File: config.mk
export PLATFORM = sky130hd
export DESIGN_NAME = best_path_select_flat
export DESIGN_NICKNAME = d
export VERILOG_FILES = /design/src/design/viterbi_pkg.sv /design/src/design/viterbi_if.sv /design/src/design/best_path_select.sv /design/src/flat_wrapper.sv
export SDC_FILE = /design/constraint.sdc
export NUM_CORES = 1
export LEC_CHECK = 0
export CAP_MARGIN = 20
export CORE_AREA = 4 4 133 135
export CTS_BUF_LIST = sky130_fd_sc_hd__clkbuf_8
export DETAILED_ROUTE_END_ITERATION = 8
export DIE_AREA = 0 0 137 139
export DONT_BUFFER_PORTS = 1
export SKIP_LAST_GASP = 1
export SYNTH_ARGS = -nofsm -noshare
export SYNTH_HDL_FRONTEND = slang
export SYNTH_SLANG_ARGS = --single-unit
File: constraint.sdc
create_clock -name i_clk -period 2.7 [get_ports i_clk]
set_input_delay 0.405 -clock i_clk [delete_from_list [all_inputs] [get_ports i_clk]]
set_output_delay 0.405 -clock i_clk [all_outputs]
set_load 0.02 [all_outputs]
File: src/design/transition.hex
// one row per predecessor symbol 0 to 7 and then the start row, one column per new symbol.
c8 9a f0 64 b4 dc 7d e6
a0 f5 88 d2 6e bc fa 93
e1 72 c3 ff 96 a8 5a d7
8c e9 b0 7a f8 65 cd 9e
f2 84 d9 a6 70 ee 99 bb
6b c6 a3 ea 90 f7 82 d0
b7 fc 78 95 de 8a e4 69
9d ab ec 80 c9 74 f3 b2
d4 a5 f9 8e c0 b6 e8 97
File: src/design/viterbi_pkg.sv
package viterbi_pkg;

        localparam int NUM_BEAMS   = 3;
        localparam int NUM_SYMBOLS = 8;
        localparam int SYM_W       = 3;
        localparam int CODE_W      = 4;
        localparam int MAX_LEN     = 16;
        localparam int SEQ_W       = MAX_LEN * CODE_W;
        localparam int PROB_W      = 8;
        localparam int TRANS_W     = 8;
        localparam int SCORE_W     = 24;
        localparam int NORM_SHIFT  = 16;
        localparam int START_ROW   = 8;
        localparam int TRANS_DEPTH = (NUM_SYMBOLS + 1) * NUM_SYMBOLS;
        localparam int LEN_W       = 5;

        localparam string TRANS_FILE = "/design/src/design/transition.hex";

        typedef logic [SYM_W-1:0]   sym_t;
        typedef logic [PROB_W-1:0]  prob_t;
        typedef logic [SCORE_W-1:0] score_t;
        typedef logic [SEQ_W-1:0]   seq_t;

        // row 8 holds the start probabilities.
        function automatic int unsigned trans_index(input int unsigned row, input sym_t sym);
                return row * NUM_SYMBOLS + sym;
        endfunction

        function automatic logic [CODE_W-1:0] sym_code(input sym_t sym);
                return CODE_W'(sym) + 1'b1;
        endfunction

        function automatic score_t start_score(input prob_t prob,
                                               input logic [TRANS_W-1:0] trans);
                logic [PROB_W+TRANS_W-1:0] prod;
                prod = prob * trans;
                return score_t'(prod);
        endfunction

        // product is renormalised so it fits the score width again.
        function automatic score_t ext_score(input score_t score, input prob_t prob,
                                             input logic [TRANS_W-1:0] trans);
                logic [SCORE_W+PROB_W+TRANS_W-1:0] prod;
                prod = score * prob * trans;
                return score_t'(prod >> NORM_SHIFT);
        endfunction

        // oldest code drops out at the top.
        function automatic seq_t push_code(input seq_t seq, input sym_t sym);
                return {seq[SEQ_W-CODE_W-1:0], sym_code(sym)};
        endfunction

        // a strict compare lets the lowest index win a tie.
        function automatic int unsigned best_index(input score_t scores [NUM_BEAMS]);
                int unsigned best;
                best = 0;
                for (int k = 1; k < NUM_BEAMS; k++) begin
                        if (scores[k] > scores[best]) begin
                                best = k;
                        end
                end
                return best;
        endfunction

endpackage

File: src/design/viterbi_if.sv
`timescale 1ns/1ps

// carries survivors and step control from the bank to the branch units and the selector.
interface survivor_if import viterbi_pkg::*; ();

        logic   req;
        logic   init;
        score_t surv_score [NUM_BEAMS];
        seq_t   surv_seq   [NUM_BEAMS];
        sym_t   surv_last  [NUM_BEAMS];
        logic   updated;

        modport source (
                output req,
                output init,
                output surv_score,
                output surv_seq,
                output surv_last,
                output updated
        );

        modport sink (
                input req,
                input init,
                input surv_score,
                input surv_seq,
                input surv_last,
                input updated
        );

endinterface


File: src/design/best_path_select.sv
`timescale 1ns/1ps

module best_path_select import viterbi_pkg::*; (
        input  logic             i_clk,
        input  logic             i_rst_n,
        survivor_if.sink         surv,
        input  logic [LEN_W-1:0] i_len,
        output seq_t             o_seq,
        output logic             o_stepped,
        output logic             o_finished
);

        int unsigned best;

        always_comb begin
                best = best_index(surv.surv_score);
        end

        always_ff @(posedge i_clk or posedge i_rst_n) begin
                if (i_rst_n) begin
                        o_stepped <= 1'b0;
                end else begin
                        o_stepped <= surv.updated;
                end
        end

        // length already reflects this step when updated is high.
        always_ff @(posedge i_clk or posedge i_rst_n) begin
                if (i_rst_n) begin
                        o_seq      <= '0;
                        o_finished <= 1'b0;
                end else if (surv.updated) begin
                        o_seq      <= surv.surv_seq[best];
                        o_finished <= (i_len == LEN_W'(MAX_LEN));
                end
        end

endmodule

File: src/flat_wrapper.sv
// flat-port wrapper written by rule: the top's interface ports become plain ports
module best_path_select_flat import viterbi_pkg::*;
  (i_clk, i_rst_n, i_len, o_seq, o_stepped, o_finished, surv_req, surv_init, surv_surv_score, surv_surv_seq, surv_surv_last, surv_updated);
  survivor_if surv_i ();
  input  logic i_clk;
  input  logic i_rst_n;
  input  logic [LEN_W-1:0] i_len;
  output seq_t o_seq;
  output logic o_stepped;
  output logic o_finished;
  input wire logic [$bits(surv_i.req)-1:0] surv_req;
  input wire logic [$bits(surv_i.init)-1:0] surv_init;
  input wire logic [$bits(surv_i.surv_score)-1:0] surv_surv_score;
  input wire logic [$bits(surv_i.surv_seq)-1:0] surv_surv_seq;
  input wire logic [$bits(surv_i.surv_last)-1:0] surv_surv_last;
  input wire logic [$bits(surv_i.updated)-1:0] surv_updated;
  assign surv_i.req = surv_req;
  assign surv_i.init = surv_init;
  assign surv_i.surv_score = {>>{surv_surv_score}};
  assign surv_i.surv_seq = {>>{surv_surv_seq}};
  assign surv_i.surv_last = {>>{surv_surv_last}};
  assign surv_i.updated = surv_updated;
  best_path_select u_core (.i_clk(i_clk), .i_rst_n(i_rst_n), .surv(surv_i), .i_len(i_len), .o_seq(o_seq), .o_stepped(o_stepped), .o_finished(o_finished));
endmodule
==> summary.md, run 1 <==
| Metric | Value |
|---|---|
| CTS tree | `done` |
| Worst min path class | `primary input to register` |
| Max Freq | `249 MHz` |
| Rel. slew slack | `46.7%` |
| Yosys reg bits | `66` |
| GP Congestion | `0.849` |
| DR vias | `5,167` |
| Static leakage | `2.61 nW` |
| Std cell rows | `47` |
| Detail-routed via count per cell | `5.77` |
| Synth Area in Simple Gates | `18.2%` |
| Final Cycle Share | `149%` |
| Share of post-route cells with drive strength above 1 | `27.6%` |
| Synth Instances | `642` |
| Final Hold Viols | `0` |
| Synth Area in Adders | `11.1%` |
| Cell variety after synth | `33` |
| Final worst slack | `-1.32 ns` |
| Setup Viol. Count Final | `64` |
| Drt initial violations | `229` |
| H-tree Lvls | `3` |
| Synth top area share | `30.6%` |
| Worst-path cell chain | `inv_1 -> ha_4 -> nand4_1 -> or4_4 -> or3_4 -> nor2b_4 -> buf_6 -> buf_4 -> buf_16 -> a21oi_2 -> ha_1 -> a21oi_2 -> a21oi_2 -> o311ai_1 -> buf_4 -> a31oi_4 -> buf_12 -> buf_4 -> clkbuf_16 -> o2bb2ai_2 -> a31oi_1` |
| XOR/XNOR Fraction of Synth Area | `0%` |
| WL/cell | `21.6 microns` |
| Cell Area, Synth | `0.00540 sq mm` |
| Largest cells by area after synthesis | `dfrtp_1 31%, ha_1 11%, o2bb2ai_1 10%, a21oi_1 7.8%, nor2b_1 7.8%` |
| Post-route clock skew | `0 ns` |
| Startpoint types | `primary input` |
| Grt total ovfl | `0` |
| Initial antenna violation count | `0` |
| Failing checks | `setup timing` |
| Hold Worst Slack | `0.148 ns` |
| TritonCTS Sinks | `66` |
| Core Util, Final | `41.1%` |
| Syn avg cell area | `8.40 sq um` |
| CP max FO | `11` |
| Main synth FF type | `dfrtp_1` |
| Leading cell type by number of instances after synthesis | `a21oi_1` |
| Diodes inserted | `0` |
| Worst Path Required | `2.97 ns` |
| EDFF count, synth | `0` |
| Outcome | `complete, but fails checks` |
| Max Root-Sink Buffers | `2` |
| Die area | `0.0190 sq mm` |
| Core box area | `0.0165 sq mm` |
| Clock Latency Late Sink | `0.36 ns` |
| Initial Util | `32.8%` |
| Fin. max-slew vios | `0` |
| First-pass DRT Iterations | `4` |
| Chip height | `139 microns` |
| Max_cap viols | `0` |
| Vias in the first global route | `5,321` |
| Worst EP arrival | `4.28 ns` |
| Worst-Margin Slew | `0.799 ns` |
| First-pass GRT wire length | `27,800 microns` |
| IO Port Bufs | `0` |
| Synth Area in Compound Gates | `32.1%` |
| Place WS | `-1.77 ns` |
| Largest net degree at the start of global routing | `196` |
| Worst path max stage delay | `0.57 ns` |
| Syn Nets | `973` |
| Total Wirelength | `19,300 microns` |
| Mux contribution to synthesized area | `0%` |
| Most instantiated cells after synthesis | `84 x a21oi_1, 75 x nand2_1, 67 x nor2b_1, 66 x dfrtp_1, 65 x a31oi_1` |
| Die width | `137 microns` |
| Post-DP Area | `0.00604 sq mm` |
| Post-synthesis async set-or-reset flop share | `100%` |
| I/O pins | `349` |
| Synth area leader | `dfrtp_1` |
| Tot GR Track Use | `18.4%` |
| Layout area overhead | `25.4%` |
| Root Buffer | `clkbuf_8` |
| RSZ-0062 raised after global routing | `yes` |
| VDD IR max | `0.249 mV` |
| Total CTS buffers | `9` |
| Post-route cell area | `0.00677 sq mm` |
| Final net count | `1,001` |
| Post-route DRC violation count | `0` |
| Fillers | `1,656` |
| Crit end category | `register` |
| Final worst path period need | `4.02 ns` |
| Largest family of logic cells by synthesized area | `compound AO/OA/AOI/OAI gates` |
| Yosys warning count | `0` |
| CP max-delay cell | `or4_4` |
| Hpwl dp | `14,700 microns` |
| Total power | `4.24 mW` |
| Sequential share of the synthesized area | `30.6%` |
| PwrDens | `627 mW/mm^2` |
| Buf+Inv Stages, Crit Path | `8` |
| Clock slew at reported path FFs | `0.09 ns` |
| Setup CP Type | `primary input to register` |
| Routed Antenna Nets | `0` |
| CP delay by family, top | `simple AND/OR/NAND/NOR gates` |
[layout make-up]
type / count / area, sq um / area share, %
multi-input combinational: 495 / 3650 / 54.0
sequential: 66 / 1650 / 24.4
timing repair buffer: 71 / 838 / 12.4
tap: 220 / 275 / 4.07
clock buffer: 9 / 124 / 1.83
inverter: 27 / 121 / 1.79
clock inverter: 7 / 101 / 1.50
[cells by family after synthesis]
group | count (synthesis)
AO/OA/AOI/OAI | 256
adder cells (fa/ha/maj) | 48
buffers and inverters | 81
flip-flops | 66
AND/OR/NAND/NOR | 191
[cell usage in the layout, fill, tap and decap left out, drive strengths merged, types with 2 or more instances in the layout]
master      n
a211oi      2
a21o        2
a21oi     107
a31oi      65
buf        65
bufinv      2
clkbuf     14
clkinv      2
clkinvlp    2
dfrtp      66
ha         48
inv        28
nand2      75
nand3       4
nand4      10
nor2       27
nor2b      67
nor4        3
o211ai      2
o21a        3
o21ai       6
o2bb2ai    64
[worst paths after layout]
| path | cells past startpoint | start | to | slack (ns) |
|---|---|---|---|---|
| max | 21 | surv_surv_score[57] | u_core.o_seq[10] | -1.32 |
| min | 1 | surv_updated | u_core.o_seq[42] | 0.15 |
| max reg2reg | 2 | u_core.o_seq[57] | u_core.o_seq[57] | 1.85 |
| min reg2reg | 2 | u_core.o_finished | u_core.o_finished | 0.68 |
| max in group asynchronous | 3 | i_rst_n | u_core.o_seq[22] | 1.47 |
| min in group asynchronous | 2 | i_rst_n | u_core.o_seq[56] | 0.59 |
[routing by layer]
layer | up-vias | global-route usage, % | share of wire, %
li1 | 2407 | - | -
met1 | 2467 | 19.4 | 36
met2 | 252 | 32.5 | 51
met3 | 41 | 7.22 | 9.8
met4 | 0 | 7.62 | 2.8
met5 | - | 0 | 0
[registers in the layout (all words and copies together), names as in the netlist]
signal             cells
u_core.o_finished      1
u_core.o_seq          64
u_core.o_stepped       1
[metrics by stage]
stage	std cells	setup TNS (ns)
after floorplan	642	-79.93
final	895	-81.15
after CTS	884	-80.07
after global routing	895	-93.49
after global placement	859	-102.67
after detailed placement	859	-108.62
[power breakdown]
part	internal (mW)	switching, mW	total [mW]
sequential	1.22	0.512	1.73
combinational	0.781	0.771	1.55
clock	0.526	0.434	0.960
[repair_timing]
item | CTS | global route
gates cloned | 2 | 5
buffers inserted | 6 | 8
hold buffers | 1 | 0
endpoints found under the setup margin | 64 | 64
gates resized for setup | 20 | 29
pin swaps | 15 | 43
endpoints found under the hold margin | 22 | 0
Power figures use the tool's default switching activity.
==> inputs of run 2 (changes only) <==
--- a/config.mk
+++ b/config.mk
@@ -11,6 +11,8 @@
 export DETAILED_ROUTE_END_ITERATION = 8
 export DIE_AREA = 0 0 137 139
 export DONT_BUFFER_PORTS = 1
+export MAX_ROUTING_LAYER = met4
+export PLACE_DENSITY_LB_ADDON = 0.08
 export SKIP_LAST_GASP = 1
 export SYNTH_ARGS = -nofsm -noshare
 export SYNTH_HDL_FRONTEND = slang
==> summary.md, run 2 (synthesis gave the netlist of run 1 again) <==
| Metric | Value |
|---|---|
| Outcome | `complete, but fails checks` |
| Failing checks | `setup timing` |
| RR Endpoint | `u_core.o_seq[18]` |
| Setup Viol. Count Final | `64 (unchanged)` |
| Crit end category | `register` |
| Area of the multi-input gates | `0.00377 sq mm (+3.1%)` |
| Largest net degree at the start of global routing | `196 (unchanged)` |
| Routed Antenna Nets | `0 (unchanged)` |
| Post-route DRC violation count | `0 (unchanged)` |
| Max Freq | `257 MHz (+3.3%)` |
| Biggest register | `u_core.o_seq` |
| Post-CTS Hold Fix Bufs | `0 (-1)` |
| Share of post-route cells with drive strength above 1 | `29.5% (+2.0 points)` |
| CTS tree | `done` |
| CP max FO | `7 (-4)` |
| Final worst path period need | `3.89 ns (-0.129 ns)` |
| Crit path top cell by count | `buf_12` |
| Crit path to | `u_core.o_seq[24]` |
| GP Congestion | `0.868 (+2.2%)` |
| Total area of sequential cells | `0.00165 sq mm (unchanged)` |
| Die area | `0.0190 sq mm (unchanged)` |
| First-pass GRT wire length | `28,400 microns (+2.2%)` |
| Root Buffer | `clkbuf_8` |
| Static leakage | `2.60 nW (about the same)` |
| Chip height | `139 microns (unchanged)` |
| Max_cap viols | `0 (unchanged)` |
| Worst EP arrival | `4.15 ns (-0.13 ns)` |
| Startpoint types | `primary input` |
| Setup CP Type | `primary input to register` |
| VDD IR max | `0.249 mV (-0.16%)` |
| Registers with the most flip-flops | `u_core.o_seq: 64 flops, u_core.o_finished: 1 flops, u_core.o_stepped: 1 flops` |
| RSZ-0062 raised after global routing | `yes` |
| Vias in the first global route | `5,339 (+0.34%)` |
| Die width | `137 microns (unchanged)` |
| Diodes inserted | `0 (unchanged)` |
| Reg2Reg Depth | `2 (unchanged)` |
| I/O pins | `349 (unchanged)` |
| RR Startpoint | `u_core.o_seq[18]` |
| DR vias | `5,062 (-2.0%)` |
| Fin. max-slew vios | `0 (unchanged)` |
| Worst-Margin Slew | `0.803 ns (+0.00424 ns)` |
| Initial antenna violation count | `0 (unchanged)` |
| Hpwl dp | `14,300 microns (-2.8%)` |
| Total Wirelength | `18,900 microns (-2.3%)` |
| IO Port Bufs | `0 (unchanged)` |
| Final Cycle Share | `144% (-4.8 points)` |
| Tot GR Track Use | `19.4% (+0.95 points)` |
| Core box area | `0.0165 sq mm (unchanged)` |
| H-tree Lvls | `3 (unchanged)` |
| Detail-routed via count per cell | `5.66 (-1.9%)` |
| R2R setup slack | `1.86 ns (about the same)` |
| PwrDens | `605 mW/mm^2 (-3.6%)` |
| Place WS | `-1.63 ns (+0.134 ns)` |
| Total CTS buffers | `9 (unchanged)` |
| Worst setup path startpoint | `surv_surv_score[69]` |
| Initial Util | `32.8% (unchanged)` |
| Rel. slew slack | `46.4% (-0.36 points)` |
| Fillers | `1,671 (+0.91%)` |
| Max reg flops | `64 (unchanged)` |
| CP max-delay cell | `or4_4` |
| WL/cell | `21.1 microns (-2.2%)` |
| Std cell rows | `47 (unchanged)` |
| Max Root-Sink Buffers | `2 (unchanged)` |
| Commonest cells after routing, fill and taps aside | `74 x nand2_1, 73 x a21oi_1, 66 x nor2b_1, 66 x dfrtp_1, 64 x a31oi_1` |
| Final net count | `1,000 (-0.10%)` |
| Clock Latency Late Sink | `0.34 ns (-0.02 ns)` |
| First-pass DRT Iterations | `5 (+1)` |
| Commonest non-fill, non-tap cell in the layout | `nand2_1` |
| Clock slew at reported path FFs | `0.08 ns (about the same)` |
| Worst path max stage delay | `0.58 ns (about the same)` |
| Post-route clock skew | `0 ns (unchanged)` |
| Worst min path class | `primary input to asynchronous set/reset pin` |
| Worst-path cell chain | `inv_4 -> ha_4 -> nand4_1 -> or4_4 -> or3_4 -> nor2b_4 -> buf_12 -> buf_16 -> nor2_4 -> a21oi_2 -> ha_1 -> nand4_1 -> nor4_2 -> buf_4 -> o311ai_4 -> a31oi_4 -> buf_6 -> buf_12 -> buf_12 -> a21oi_4 -> a31oi_1` |
| Core Util, Final | `41.5% (+0.45 points)` |
| Worst Path Required | `2.96 ns (about the same)` |
| Layout area overhead | `26.8%` |
| Grt total ovfl | `0 (unchanged)` |
| Drt initial violations | `156 (-32%)` |
| Final worst slack | `-1.19 ns (+0.129 ns)` |
| TritonCTS Sinks | `66 (unchanged)` |
| Final Hold Viols | `0 (unchanged)` |
-- run 2: cell types whose count changed in the layout (fill, tap and decap cells not counted), moves of 3 or more --
cell	previous run	this run
o2bb2ai_1	57	42
o2bb2ai_2	7	22
a21oi_2	41	32
a21oi_1	66	73
nor2_1	3	10
inv_1	18	12
nor2_2	19	13
clkbuf_16	5	1
buf_4	44	47
-- run 2: per-stage QoR --
stage	instance area [sq um]	cells	setup TNS (ns)	power [mW]	hold WS [ns]
2_1_floorplan	5710	642	-79.93	2.70	0.436
3_3_place_gp	6010	860	-96.42	2.95	0.448
3_5_place_dp	6010	860	-101.01	2.98	0.449
4_1_cts	6740	894	-70.20	4.16	0.0573
5_1_grt	6840	894	-84.15	4.42	0.0634
6_report	6840	894	-71.70	4.13	0.0800
-- run 2: how the worst min path moves through the flow --
| stage | startpoint | end | slack (ns) | cells after the start |
|---|---|---|---|---|
| floorplan | surv_updated | u_core.o_stepped | 0.44 | 0 |
| global placement | surv_updated | u_core.o_stepped | 0.45 | 0 |
| detailed placement | surv_updated | u_core.o_stepped | 0.45 | 0 |
| CTS | surv_updated | u_core.o_stepped | 0.06 | 0 |
| global route | surv_updated | u_core.o_stepped | 0.06 | 0 |
| finish | i_rst_n | u_core.o_seq[51] | 0.08 | 1 |
-- run 2: where the power goes --
| part | internal, mW | switching [mW] | total [mW] |
|---|---|---|---|
| sequential | 1.22 | 0.513 | 1.73 |
| combinational | 0.750 | 0.754 | 1.50 |
| clock | 0.482 | 0.418 | 0.900 |
| total | 2.45 | 1.68 | 4.13 |
-- run 2: final cells by class --
type	instances	area share [%]
Clock buffer	11	2.21
Clock inverter	5	0.878
Inverter	27	2.23
Multi-Input combinational cell	495	55.1
Sequential cell	66	24.1
Tap cell	220	4.02
Timing Repair Buffer	70	11.4
-- run 2: per-layer routing --
metal	vias up	routed length (microns)	track usage [%]
met5	-	0	-
met4	0	323	5.20
met3	19	1730	6.10
met2	238	9550	33.0
met1	2402	7290	21.8
li1	2403	-	-
-- run 2: worst max-delay path, delay by kind of cell --
| family | cells | cell delay (ns) |
|---|---|---|
| compound gates | 5 | 0.57 |
| fa+ha+maj | 2 | 0.54 |
| buf+inv | 7 | 0.92 |
| simple gates | 7 | 1.70 |
-- run 2: what timing repair did --
item	in CTS	in global routing
buffers inserted	13	1
gates cloned	5	1
endpoints found under the setup margin	64	64
hold endpoints to repair	0	0
pin swaps	40	7
resized for setup	53	21
