$ cat config.mk
export PLATFORM = sky130hd
export DESIGN_NAME = branch_unit_flat
export DESIGN_NICKNAME = d
export VERILOG_FILES = /design/src/design/viterbi_pkg.sv /design/src/design/viterbi_if.sv /design/src/design/branch_unit.sv /design/src/flat_wrapper.sv
export SDC_FILE = /design/constraint.sdc
export NUM_CORES = 1
export LEC_CHECK = 0
export ABC_AREA = 1
export BUFFER_PORTS_ARGS = -buffer_cell sky130_fd_sc_hd__buf_2
export CORE_AREA = 2 2 147 149
export DETAILED_ROUTE_END_ITERATION = 7
export DIE_AREA = 0 0 149 151
export PLACE_DENSITY = 0.47
export SLEW_MARGIN = 25
export SYNTH_ARGS = -nofsm -noshare
export SYNTH_HDL_FRONTEND = slang
export SYNTH_SLANG_ARGS = --single-unit
$ cat constraint.sdc
create_clock -name i_clk -period 0.8 [get_ports i_clk]
set_clock_uncertainty 0.05 [all_clocks]
set_input_delay 0.08 -clock i_clk [delete_from_list [all_inputs] [get_ports i_clk]]
set_output_delay 0.08 -clock i_clk [all_outputs]
set_load 0.005 [all_outputs]
$ cat src/design/transition.hex
// one row per predecessor symbol 0 to 7 and then the start row, one column per new symbol.
c8 9a f0 64 b4 dc 7d e6
a0 f5 88 d2 6e bc fa 93
e1 72 c3 ff 96 a8 5a d7
8c e9 b0 7a f8 65 cd 9e
f2 84 d9 a6 70 ee 99 bb
6b c6 a3 ea 90 f7 82 d0
b7 fc 78 95 de 8a e4 69
9d ab ec 80 c9 74 f3 b2
d4 a5 f9 8e c0 b6 e8 97
$ cat src/design/viterbi_pkg.sv
package viterbi_pkg;

        localparam int NUM_BEAMS   = 3;
        localparam int NUM_SYMBOLS = 8;
        localparam int SYM_W       = 3;
        localparam int CODE_W      = 4;
        localparam int MAX_LEN     = 16;
        localparam int SEQ_W       = MAX_LEN * CODE_W;
        localparam int PROB_W      = 8;
        localparam int TRANS_W     = 8;
        localparam int SCORE_W     = 24;
        localparam int NORM_SHIFT  = 16;
        localparam int START_ROW   = 8;
        localparam int TRANS_DEPTH = (NUM_SYMBOLS + 1) * NUM_SYMBOLS;
        localparam int LEN_W       = 5;

        localparam string TRANS_FILE = "/design/src/design/transition.hex";

        typedef logic [SYM_W-1:0]   sym_t;
        typedef logic [PROB_W-1:0]  prob_t;
        typedef logic [SCORE_W-1:0] score_t;
        typedef logic [SEQ_W-1:0]   seq_t;

        // row 8 holds the start probabilities.
        function automatic int unsigned trans_index(input int unsigned row, input sym_t sym);
                return row * NUM_SYMBOLS + sym;
        endfunction

        function automatic logic [CODE_W-1:0] sym_code(input sym_t sym);
                return CODE_W'(sym) + 1'b1;
        endfunction

        function automatic score_t start_score(input prob_t prob,
                                               input logic [TRANS_W-1:0] trans);
                logic [PROB_W+TRANS_W-1:0] prod;
                prod = prob * trans;
                return score_t'(prod);
        endfunction

        // product is renormalised so it fits the score width again.
        function automatic score_t ext_score(input score_t score, input prob_t prob,
                                             input logic [TRANS_W-1:0] trans);
                logic [SCORE_W+PROB_W+TRANS_W-1:0] prod;
                prod = score * prob * trans;
                return score_t'(prod >> NORM_SHIFT);
        endfunction

        // oldest code drops out at the top.
        function automatic seq_t push_code(input seq_t seq, input sym_t sym);
                return {seq[SEQ_W-CODE_W-1:0], sym_code(sym)};
        endfunction

        // a strict compare lets the lowest index win a tie.
        function automatic int unsigned best_index(input score_t scores [NUM_BEAMS]);
                int unsigned best;
                best = 0;
                for (int k = 1; k < NUM_BEAMS; k++) begin
                        if (scores[k] > scores[best]) begin
                                best = k;
                        end
                end
                return best;
        endfunction

endpackage

$ cat src/design/viterbi_if.sv
`timescale 1ns/1ps

// carries survivors and step control from the bank to the branch units and the selector.
interface survivor_if import viterbi_pkg::*; ();

        logic   req;
        logic   init;
        score_t surv_score [NUM_BEAMS];
        seq_t   surv_seq   [NUM_BEAMS];
        sym_t   surv_last  [NUM_BEAMS];
        logic   updated;

        modport source (
                output req,
                output init,
                output surv_score,
                output surv_seq,
                output surv_last,
                output updated
        );

        modport sink (
                input req,
                input init,
                input surv_score,
                input surv_seq,
                input surv_last,
                input updated
        );

endinterface

// carries one branch result back to the bank.
interface branch_if import viterbi_pkg::*; ();

        logic   valid;
        score_t score;
        seq_t   seq;
        sym_t   last;

        modport source (
                output valid,
                output score,
                output seq,
                output last
        );

        modport sink (
                input valid,
                input score,
                input seq,
                input last
        );

endinterface

$ cat src/design/branch_unit.sv
`timescale 1ns/1ps

module branch_unit import viterbi_pkg::*; (
        input  logic       i_clk,
        input  logic       i_rst_n,
        input  sym_t       i_char,
        input  prob_t      i_prob,
        survivor_if.sink   surv,
        branch_if.source   br
);

        logic [TRANS_W-1:0] trans_mem [TRANS_DEPTH];

        score_t      ext [NUM_BEAMS];
        int unsigned best;
        score_t      nxt_score;
        seq_t        nxt_seq;

        initial begin
                $readmemh(TRANS_FILE, trans_mem);
        end

        // extension of every survivor by this candidate.
        always_comb begin
                for (int k = 0; k < NUM_BEAMS; k++) begin
                        ext[k] = ext_score(surv.surv_score[k], i_prob,
                                           trans_mem[trans_index(surv.surv_last[k], i_char)]);
                end
                best = best_index(ext);
        end

        always_comb begin
                if (surv.init) begin
                        nxt_score = start_score(i_prob,
                                                trans_mem[trans_index(START_ROW, i_char)]);
                        nxt_seq   = SEQ_W'(sym_code(i_char));
                end else begin
                        nxt_score = ext[best];
                        nxt_seq   = push_code(surv.surv_seq[best], i_char);
                end
        end

        always_ff @(posedge i_clk or posedge i_rst_n) begin
                if (i_rst_n) begin
                        br.valid <= 1'b0;
                end else begin
                        br.valid <= surv.req;
                end
        end

        // observations are only valid in the cycle of req.
        always_ff @(posedge i_clk) begin
                if (surv.req) begin
                        br.score <= nxt_score;
                        br.seq   <= nxt_seq;
                        br.last  <= i_char;
                end
        end

endmodule

$ cat src/flat_wrapper.sv
// flat-port wrapper written by rule: the top's interface ports become plain ports
module branch_unit_flat import viterbi_pkg::*;
  (i_clk, i_rst_n, i_char, i_prob, surv_req, surv_init, surv_surv_score, surv_surv_seq, surv_surv_last, surv_updated, br_valid, br_score, br_seq, br_last);
  survivor_if surv_i ();
  branch_if br_i ();
  input  logic i_clk;
  input  logic i_rst_n;
  input  sym_t i_char;
  input  prob_t i_prob;
  input wire logic [$bits(surv_i.req)-1:0] surv_req;
  input wire logic [$bits(surv_i.init)-1:0] surv_init;
  input wire logic [$bits(surv_i.surv_score)-1:0] surv_surv_score;
  input wire logic [$bits(surv_i.surv_seq)-1:0] surv_surv_seq;
  input wire logic [$bits(surv_i.surv_last)-1:0] surv_surv_last;
  input wire logic [$bits(surv_i.updated)-1:0] surv_updated;
  output wire logic [$bits(br_i.valid)-1:0] br_valid;
  output wire logic [$bits(br_i.score)-1:0] br_score;
  output wire logic [$bits(br_i.seq)-1:0] br_seq;
  output wire logic [$bits(br_i.last)-1:0] br_last;
  assign surv_i.req = surv_req;
  assign surv_i.init = surv_init;
  assign surv_i.surv_score = {>>{surv_surv_score}};
  assign surv_i.surv_seq = {>>{surv_surv_seq}};
  assign surv_i.surv_last = {>>{surv_surv_last}};
  assign surv_i.updated = surv_updated;
  assign br_valid = br_i.valid;
  assign br_score = br_i.score;
  assign br_seq = br_i.seq;
  assign br_last = br_i.last;
  branch_unit u_core (.i_clk(i_clk), .i_rst_n(i_rst_n), .i_char(i_char), .i_prob(i_prob), .surv(surv_i), .br(br_i));
endmodule
==> impl_metrics.csv, run 1 <==
group,metric,value,unit
outcome,status,"complete, but fails checks",
outcome,violations,"hold timing, setup timing",
sta,timing.final.ws_setup,-215,ps
min_path,min_path_type,"in -> reg",
finish,layout_commonest_cell,"buf_2",
setup_path,crit_required,670,ps
sta,final.setup.tns,-10640,ps
setup_path,cp-start-kind,"register",
clock_tree,numCtsBuffers,9,
finish,nets,719,
global_route,grt_overflow,0,
global_route,grt_pass1_vias,1932,
finish,stdcell_count,709,
finish,area_growth,65.1,%
setup_path,critPathMaxStageDelay,400,ps
floorplan,die_area,22500,um2
clock_tree,htreeDepth,3,
global_route,top_usage_layer,"met2",
sta,drv_slew,0,
floorplan,initial_utilization,13.4,%
global_route,use_met2,9.95,%
placed_design,dp_hpwl,5.41,mm
sta,hold_slack,-12.0,ps
global_route,grt_use_met1,8.00,%
setup_path,cp_max_fo,1,
floorplan,std_cell_rows,53,
floorplan,fp.dieH,151,um
floorplan,io_pins,381,
setup_path,path_cells,"buf_2",
placed_design,dpl.cell_count,639,
floorplan,fp.dieW,149,um
power,cellLeakagePower,2.20,nW
logic_synthesis,yosysSeqAreaShare,72.8,%
route,via_per_inst,2.98,
floorplan,fp.coreArea,20800,um2
clock_tree,clk_pin_slew_worst_paths,60,ps
placed_design,portBuffers,134,
setup_path,critPathSlowestCell,"edfxtp_1",
logic_synthesis,synth_warnings,0,
power,power_density,2020,nW/um2
logic_synthesis,synth_cell_types,9,
sta,fmax,985,MHz
clock_tree,root_buffer,"clkbuf_16",
sta,setup_viol,68,
global_route,grt_antenna_before_repair,0,
route,via_count,2112,
setup_path,cp-end-kind,"primary output",
route,drtPass1Iterations,4,
global_route,grt_max_degree,37,
sta,post-route-period-util,127,%
setup_path,critPathBufInv,1,
setup_path,setup.worst_path.class,"reg -> out",
sta,rsz0062_at_grt,"yes",
run,drv_cap,0,
logic_synthesis,synthCells,230,
power,peakVddDrop,0.873,mV
clock_tree,cts.path.max_buffers,2,
sta,period_minus_slack,1010,ps
min_path,holdPathStages,2,
power,total_power,9.33,mW
route,first_iter_violations,54,
setup_path,arrival,880,ps
finish,layout-drive-gt1-share,36.2,%
sta,hold_viol,2,
clock_tree,clock_sinks,68,
min_path,min_from,"i_char[1]",
global_route,grt_pass1_wl,10.6,mm
global_route,grt_usage,6.59,%
clock_tree,cts_tree,"done",
min_path,whs_endpoint,"u_core.br.last[1]",
clock_tree,post-cts-setup-buffers,0,
route,routed_wl,7.65,mm
route,route.detailed.drc,0,
finish,final_cell_mix,"buf_2 (129), edfxtp_1 (67), inv_1 (62), nor2_1 (61), dlygate4sd3_1 (52)",
logic_synthesis,synth-seq-cells,68,
logic_synthesis,avgSynthCellArea,12.2,um2
route,ant_nets,0,
logic_synthesis,syn_area,2800,um2
placed_design,finalWeightedCongestion,0.669,
finish,antenna_cells,0,
setup_path,crit_family,"flip-flops",
global_route,grtUsageMet3,3.16,%
route,routedWlPerCell,10.8,um
[layer usage]
metal,vias to the layer above,share of wire [%]
met3,13,11
met1,919,45
met5,-,0
li1,1045,-
met2,135,42
met4,0,1.8
[per-stage QoR]
stage / setup WS, ps / instance area [um2] / utilization (%)
after CTS: -259 / 4600 / 22.1
final: -215 / 4620 / 22.2
after detailed placement: -40.9 / 3750 / 18.0
after global placement: -36.7 / 3750 / 18.0
after floorplan: 140 / 2880 / -
after global routing: -253 / 4620 / 22.2
[repair_timing]
item | in CTS | in global routing
endpoints found under the setup margin | 68 | 77
hold buffers | 56 | 1
hold endpoints to repair | 60 | 3
resized for setup | 0 | 10
[power breakdown]
group / switching, mW / internal [mW]
clock network: 1.55 / 2.41
logic: 0.482 / 0.586
registers: 0.0715 / 4.23
total: 2.11 / 7.23
[Yosys cell counts, drive strengths merged]
library cell  instances  area [um2]
buf                  31         259
conb                  1        3.75
dfrtp                 1        25.0
edfxtp               67        2010
ha                    1        12.5
inv                  64         240
nand2                 4        15.0
nor2                 61         229
[state kept, by name, indices dropped and copies added, names as in the netlist]
| name | count |
|---|---|
| u_core.br.seq | 64 |
| u_core.br.last | 3 |
| u_core.br.valid | 1 |
[cells by family (layout without fill, tap and decap cells)]
| group | count (synthesis) | count (layout) | synth area share, % |
|---|---|---|---|
| flip-flops | 68 | 68 | 72.8 |
| buffers and inverters | 95 | 276 | 17.9 |
| adder cells (fa/ha/maj) | 1 | 1 | 0.447 |
| AND/OR/NAND/NOR | 65 | 65 | 8.72 |
| other | 1 | 24 | 0.134 |
[how the worst max path moves through the flow]
stage	start	end	slack [ps]	cells after the start
2_1_floorplan	i_char[0]	u_core.br.seq[2]	140	3
3_3_place_gp	surv_init	u_core.br.seq[58]	-40	3
3_5_place_dp	surv_init	u_core.br.seq[56]	-40	3
4_1_cts	u_core.br.seq[63]	br_seq[63]	-260	1
5_1_grt	u_core.br.seq[63]	br_seq[63]	-250	1
6_report	u_core.br.seq[44]	br_seq[44]	-210	1
[area by class of cell]
| type | count | area (um2) |
|---|---|---|
| Sequential cell | 68 | 2040 |
| Clock inverter | 6 | 63.8 |
| Clock buffer | 10 | 229 |
| Fill cell | 2264 | 16200 |
| Inverter | 64 | 240 |
| Multi-Input combinational cell | 90 | 347 |
| Timing Repair Buffer | 196 | 1360 |
| Tap cell | 275 | 344 |
(Power assumes the default switching activity.)
==> inputs of run 2 (changes only) <==
--- a/config.mk
+++ b/config.mk
@@ -7,10 +7,13 @@
 export LEC_CHECK = 0
 export ABC_AREA = 1
 export BUFFER_PORTS_ARGS = -buffer_cell sky130_fd_sc_hd__buf_2
-export CORE_AREA = 2 2 147 149
+export CELL_PAD_IN_SITES_DETAIL_PLACEMENT = 0
+export CELL_PAD_IN_SITES_GLOBAL_PLACEMENT = 1
+export CORE_AREA = 2 2 149 151
 export DETAILED_ROUTE_END_ITERATION = 7
-export DIE_AREA = 0 0 149 151
-export PLACE_DENSITY = 0.47
+export DIE_AREA = 0 0 151 153
+export PLACE_DENSITY = 0.63
+export REMOVE_ABC_BUFFERS = 1
 export SLEW_MARGIN = 25
 export SYNTH_ARGS = -nofsm -noshare
 export SYNTH_HDL_FRONTEND = slang
==> run 2 against run 1 <==
Against the previous run: the flow finishes with violations (setup timing); non-clock buffer count shrank 3; core utilization shrank 0.67 points; total power grew 0.58%; worst setup slack gained 10 ps; critical path depth is the same; via count shrank 0.62%; clock power grew 1%.
==> impl_metrics.csv, run 2 (synthesis results as in run 1) <==
group,metric,value,unit
outcome,status,"complete, but fails checks",
outcome,violations,"setup timing",
global_route,grt_antenna_before_repair,0,
finish,antenna_cells,0,
global_route,grt_overflow,0,
route,routedWlPerCell,11.0,um
floorplan,fp.dieH,153,um
clock_tree,post-cts-setup-buffers,0,
finish,seqCellArea,2040,um2
setup_path,crit_required,670,ps
sta,period_minus_slack,1000,ps
route,route.detailed.drc,0,
clock_tree,hold_buffers,53,
setup_path,arrival,870,ps
finish,layout_commonest_cell,"buf_2",
floorplan,initial_utilization,13.0,%
setup_path,crit_family,"flip-flops",
floorplan,fp.dieW,151,um
floorplan,io_pins,381,
clock_tree,clock_sinks,68,
finish,final_cell_mix,"buf_2 (131), edfxtp_1 (67), nor2_1 (61), inv_1 (57), dlygate4sd3_1 (47)",
global_route,grt_pass1_wl,11.4,mm
finish,area_growth,65.2,%
route,via_per_inst,2.95,
route,first_iter_violations,46,
min_path,min_path_type,"in -> reg",
setup_path,path_cells,"buf_2",
route,routed_wl,7.82,mm
global_route,grt_usage,6.85,%
setup_path,cp-start-kind,"register",
clock_tree,cts.path.max_buffers,2,
power,cellLeakagePower,2.21,nW
floorplan,std_cell_rows,54,
floorplan,fp.coreArea,21500,um2
finish,layout-drive-gt1-share,37.8,%
global_route,grt_max_degree,29,
clock_tree,htreeDepth,3,
finish,regMostFlops,"u_core.br.seq",
placed_design,dp_hpwl,5.98,mm
placed_design,portBuffers,134,
setup_path,critPathMaxStageDelay,390,ps
clock_tree,numCtsBuffers,9,
sta,rsz0062_at_grt,"yes",
finish,largest_register_ff_count,64,
setup_path,critPathSlowestCell,"edfxtp_1",
sta,drv_slew,0,
setup_path,cp-end-kind,"primary output",
floorplan,die_area,23100,um2
sta,setup_viol,68,
clock_tree,cts_tree,"done",
placed_design,finalWeightedCongestion,0.645,
route,via_count,2099,
finish,largestRegisters,"u_core.br.seq (64), u_core.br.last (3), u_core.br.valid (1)",
setup_path,setup.worst_path.class,"reg -> out",
setup_path,critPathBufInv,1,
sta,hold_viol,0,
finish,multiInputGateArea,347,um2
clock_tree,clk_pin_slew_worst_paths,60,ps
sta,timing.final.ws_setup,-205,ps
route,ant_nets,0,
route,drtPass1Iterations,4,
sta,fmax,995,MHz
finish,nets,716,
setup_path,cp_max_fo,1,
power,total_power,9.39,mW
finish,fillCellCount,2354,
sta,post-route-period-util,126,%
global_route,grt_pass1_vias,2037,
power,peakVddDrop,0.844,mV
clock_tree,root_buffer,"clkbuf_16",
run,drv_cap,0,
placed_design,place_ws,-63.4,ps
power,power_density,2030,nW/um2
-- run 2: cell count changes in the layout (fill, tap and decap cells not counted), sizes merged --
cell	previous run	this run
inv	65	64
dlygate4sd3	52	47
clkinv	2	3
dlymetal6s4s	4	6
-- run 2: worst paths after layout --
kind,startpoint,endpoint,slack [ps],cells past startpoint
max,u_core.br.seq[21],br_seq[21],-200,1
min,i_char[1],u_core.br.last[1],0.3,2
max in group asynchronous,i_rst_n,u_core.br.valid,550,3
min in group asynchronous,i_rst_n,u_core.br.valid,70,3
-- run 2: routing by layer --
layer	global-route usage (%)	part of all wire, %	up-vias
met5	0	0	-
met4	3.25	1.9	0
met3	2.87	9.4	13
met2	10.8	45	117
met1	8.03	44	926
li1	-	-	1043
-- run 2: cell type report --
cell class	count	share of cell area, %
Multi-Input combinational cell	90	7.50
Clock inverter	6	1.38
Timing Repair Buffer	193	29.1
Inverter	64	5.20
Tap cell	280	7.58
Sequential cell	68	44.1
Clock buffer	10	5.17
-- run 2: stage by stage --
step	TNS, ps	util, %	hold slack (ps)	std cells	area [um2]
after floorplan	0	-	-241	222	2620
after global placement	-1780	17.6	-136	644	3780
after detailed placement	-2380	17.6	-135	644	3780
after CTS	-12340	21.5	-20.7	713	4620
after global routing	-13480	21.5	-10.3	711	4620
final	-10360	21.5	0.342	711	4620
-- run 2: timing repair --
item / 4_1_cts / 5_1_grt
hold endpoints to repair: 55 / 2
setup endpoints to repair: 68 / 83
resized for setup: 0 / 13
-- run 2: where the power goes --
part,total (mW),leakage [nW],internal (mW),switching [mW]
logic,1.09,1.41,0.584,0.501
clock network,4.01,0.144,2.49,1.52
registers,4.29,0.658,4.23,0.0614
==> inputs of run 3 (changes only) <==
--- a/config.mk
+++ b/config.mk
@@ -6,15 +6,14 @@
 export NUM_CORES = 1
 export LEC_CHECK = 0
 export ABC_AREA = 1
-export BUFFER_PORTS_ARGS = -buffer_cell sky130_fd_sc_hd__buf_2
 export CELL_PAD_IN_SITES_DETAIL_PLACEMENT = 0
 export CELL_PAD_IN_SITES_GLOBAL_PLACEMENT = 1
-export CORE_AREA = 2 2 149 151
+export CORE_AREA = 2 2 150 152
 export DETAILED_ROUTE_END_ITERATION = 7
-export DIE_AREA = 0 0 151 153
-export PLACE_DENSITY = 0.63
+export DIE_AREA = 0 0 152 154
+export DONT_BUFFER_PORTS = 1
+export PLACE_DENSITY = 0.39
 export REMOVE_ABC_BUFFERS = 1
-export SLEW_MARGIN = 25
 export SYNTH_ARGS = -nofsm -noshare
 export SYNTH_HDL_FRONTEND = slang
 export SYNTH_SLANG_ARGS = --single-unit
==> run 3 against run 2 <==
Against the previous run: count of clock-buffer cells in the layout shrank 1; largest power group unchanged; flip-flop and latch count did not move; core utilization fell by 3.5 points; non-clock buffer count fell by 126; total power is 11% lower; clock power is 13% lower; the flow finishes with violations (hold timing, setup timing); via count down 19%; hold slack got worse by 230 ps; sequential share of layout area grew 8.1 points; highest routed layer is now met5; first-iteration DRC count increased by 96%; critical endpoint is now br_seq[51]; combinational power shrank 59%.
==> impl_metrics.csv, run 3 (synthesis results as in run 1) <==
group,metric,value,unit
sta,fmax,1100,MHz
floorplan,std_cell_rows,54,
global_route,grt_antenna_before_repair,2,
floorplan,fp.dieW,152,um
clock_tree,root_buffer,"clkbuf_16",
finish,layout_commonest_cell,"edfxtp_1",
global_route,grt_overflow,0,
sta,period_minus_slack,905,ps
sta,setup_viol,68,
finish,area_growth,39.7,%
route,routedWlPerCell,13.5,um
outcome,violations,"hold timing, setup timing",
global_route,grt_usage,6.85,%
clock_tree,cts.path.max_buffers,2,
route,via_per_inst,2.91,
placed_design,portBuffers,0,
outcome,status,"complete, but fails checks",
clock_tree,clk_pin_slew_worst_paths,60,ps
placed_design,dp_hpwl,5.32,mm
global_route,grt_pass1_vias,1741,
sta,post-route-period-util,113,%
finish,post-route-cell-area,3910,um2
sta,drv_slew,0,
clock_tree,numCtsBuffers,9,
route,ant_nets,0,
finish,layout-drive-gt1-share,3.96,%
setup_path,cp_max_fo,1,
floorplan,die_area,23400,um2
run,drv_cap,0,
setup_path,cp-end-kind,"primary output",
sta,timing.final.ws_setup,-105,ps
power,power_density,2140,nW/um2
floorplan,io_pins,381,
setup_path,crit_required,670,ps
finish,final_cell_mix,"edfxtp_1 (67), inv_1 (64), dlygate4sd3_1 (63), nor2_1 (61), conb_1 (24)",
sta,rsz0062_at_grt,"yes",
clock_tree,htreeDepth,3,
route,route.detailed.drc,0,
finish,largest_register_ff_count,64,
finish,largestRegisters,"u_core.br.seq (64), u_core.br.last (3), u_core.br.valid (1)",
route,first_iter_violations,90,
floorplan,fp.coreArea,21700,um2
power,peakVddDrop,0.557,mV
min_path,min_path_type,"in -> reg",
setup_path,setup.worst_path.class,"reg -> out",
route,routed_wl,7.88,mm
setup_path,cp-start-kind,"register",
placed_design,finalWeightedCongestion,0.635,
floorplan,fp.dieH,154,um
global_route,grt_pass1_wl,11.4,mm
sta,hold_slack,-225,ps
route,via_count,1697,
finish,regMostFlops,"u_core.br.seq",
clock_tree,hold_buffers,67,
setup_path,arrival,780,ps
sta,hold_viol,68,
power,cellLeakagePower,1.73,nW
placed_design,placed_cell_area,2970,um2
finish,post-route-util,18.0,%
floorplan,initial_utilization,12.9,%
finish,nets,590,
route,drtPass1Iterations,4,
clock_tree,clock_sinks,68,
clock_tree,cts_tree,"done",
clock_tree,post-cts-setup-buffers,0,
global_route,grt_max_degree,69,
[run 3: changes by cell type in the layout (fill, tap and decap cells not counted), sizes merged]
cell	delta
diode	+1
dlygate4sd3	+16
buf	-140
clkinv	+2
clkbuf	-1
dlymetal6s4s	-2
clkinvlp	-2
bufinv	-1
[run 3: area by class of cell]
type | instances | area, um2
Antenna cell | 1 | 2.50
Clock buffer | 9 | 225
Clock inverter | 5 | 21.3
Fill cell | 2382 | 17800
Inverter | 64 | 240
Multi-Input combinational cell | 90 | 349
Sequential cell | 68 | 2040
Tap cell | 280 | 350
Timing Repair Buffer | 67 | 681
[run 3: path summary, 6_finish.rpt]
check / from / endpoint / slack, ps / cells after the start
max in group asynchronous: i_rst_n / u_core.br.valid / 80 / 3
min in group asynchronous: i_rst_n / u_core.br.valid / 510 / 3
max: u_core.br.seq[51] / br_seq[51] / -110 / 0
min: surv_req / u_core.br.valid / -230 / 0
[run 3: repair_timing]
item / in CTS / in global routing
gates cloned: 0 / 0
pin swaps: 0 / 0
hold endpoints to repair: 136 / 68
endpoints found under the setup margin: 68 / 75
gates resized for setup: 0 / 5
[run 3: routing by layer]
metal / wire (um) / track usage [%] / share of wire, % / vias to the layer above
met4: 221 / 4.67 / 2.8 / 2
met1: 3160 / 7.05 / 40 / 785
li1: - / - / - / 787
met5: 12 / 0 / 0.15 / -
met3: 935 / 4.20 / 12 / 13
met2: 3550 / 10.4 / 45 / 110
[run 3: report_power, final]
part / leakage, nW / internal, mW / switching, mW
registers: 0.658 / 4.24 / 0.168
clock network: 0.123 / 2.02 / 1.48
logic: 0.946 / 0.284 / 0.165
total: 1.73 / 6.55 / 1.82
[run 3: metrics by stage]
step           hold slack (ps)  setup slack [ps]  power [mW]  cells  setup TNS [ps]
6_report                  -225              -105        8.36    584           -4070
5_1_grt                   -264              -140        8.84    583           -6610
4_1_cts                   -273              -142        8.61    583           -6840
3_5_place_dp              -237               118        4.70    502               0
3_3_place_gp              -240               109        4.69    502               0
2_1_floorplan             -241               140        4.57    222               0
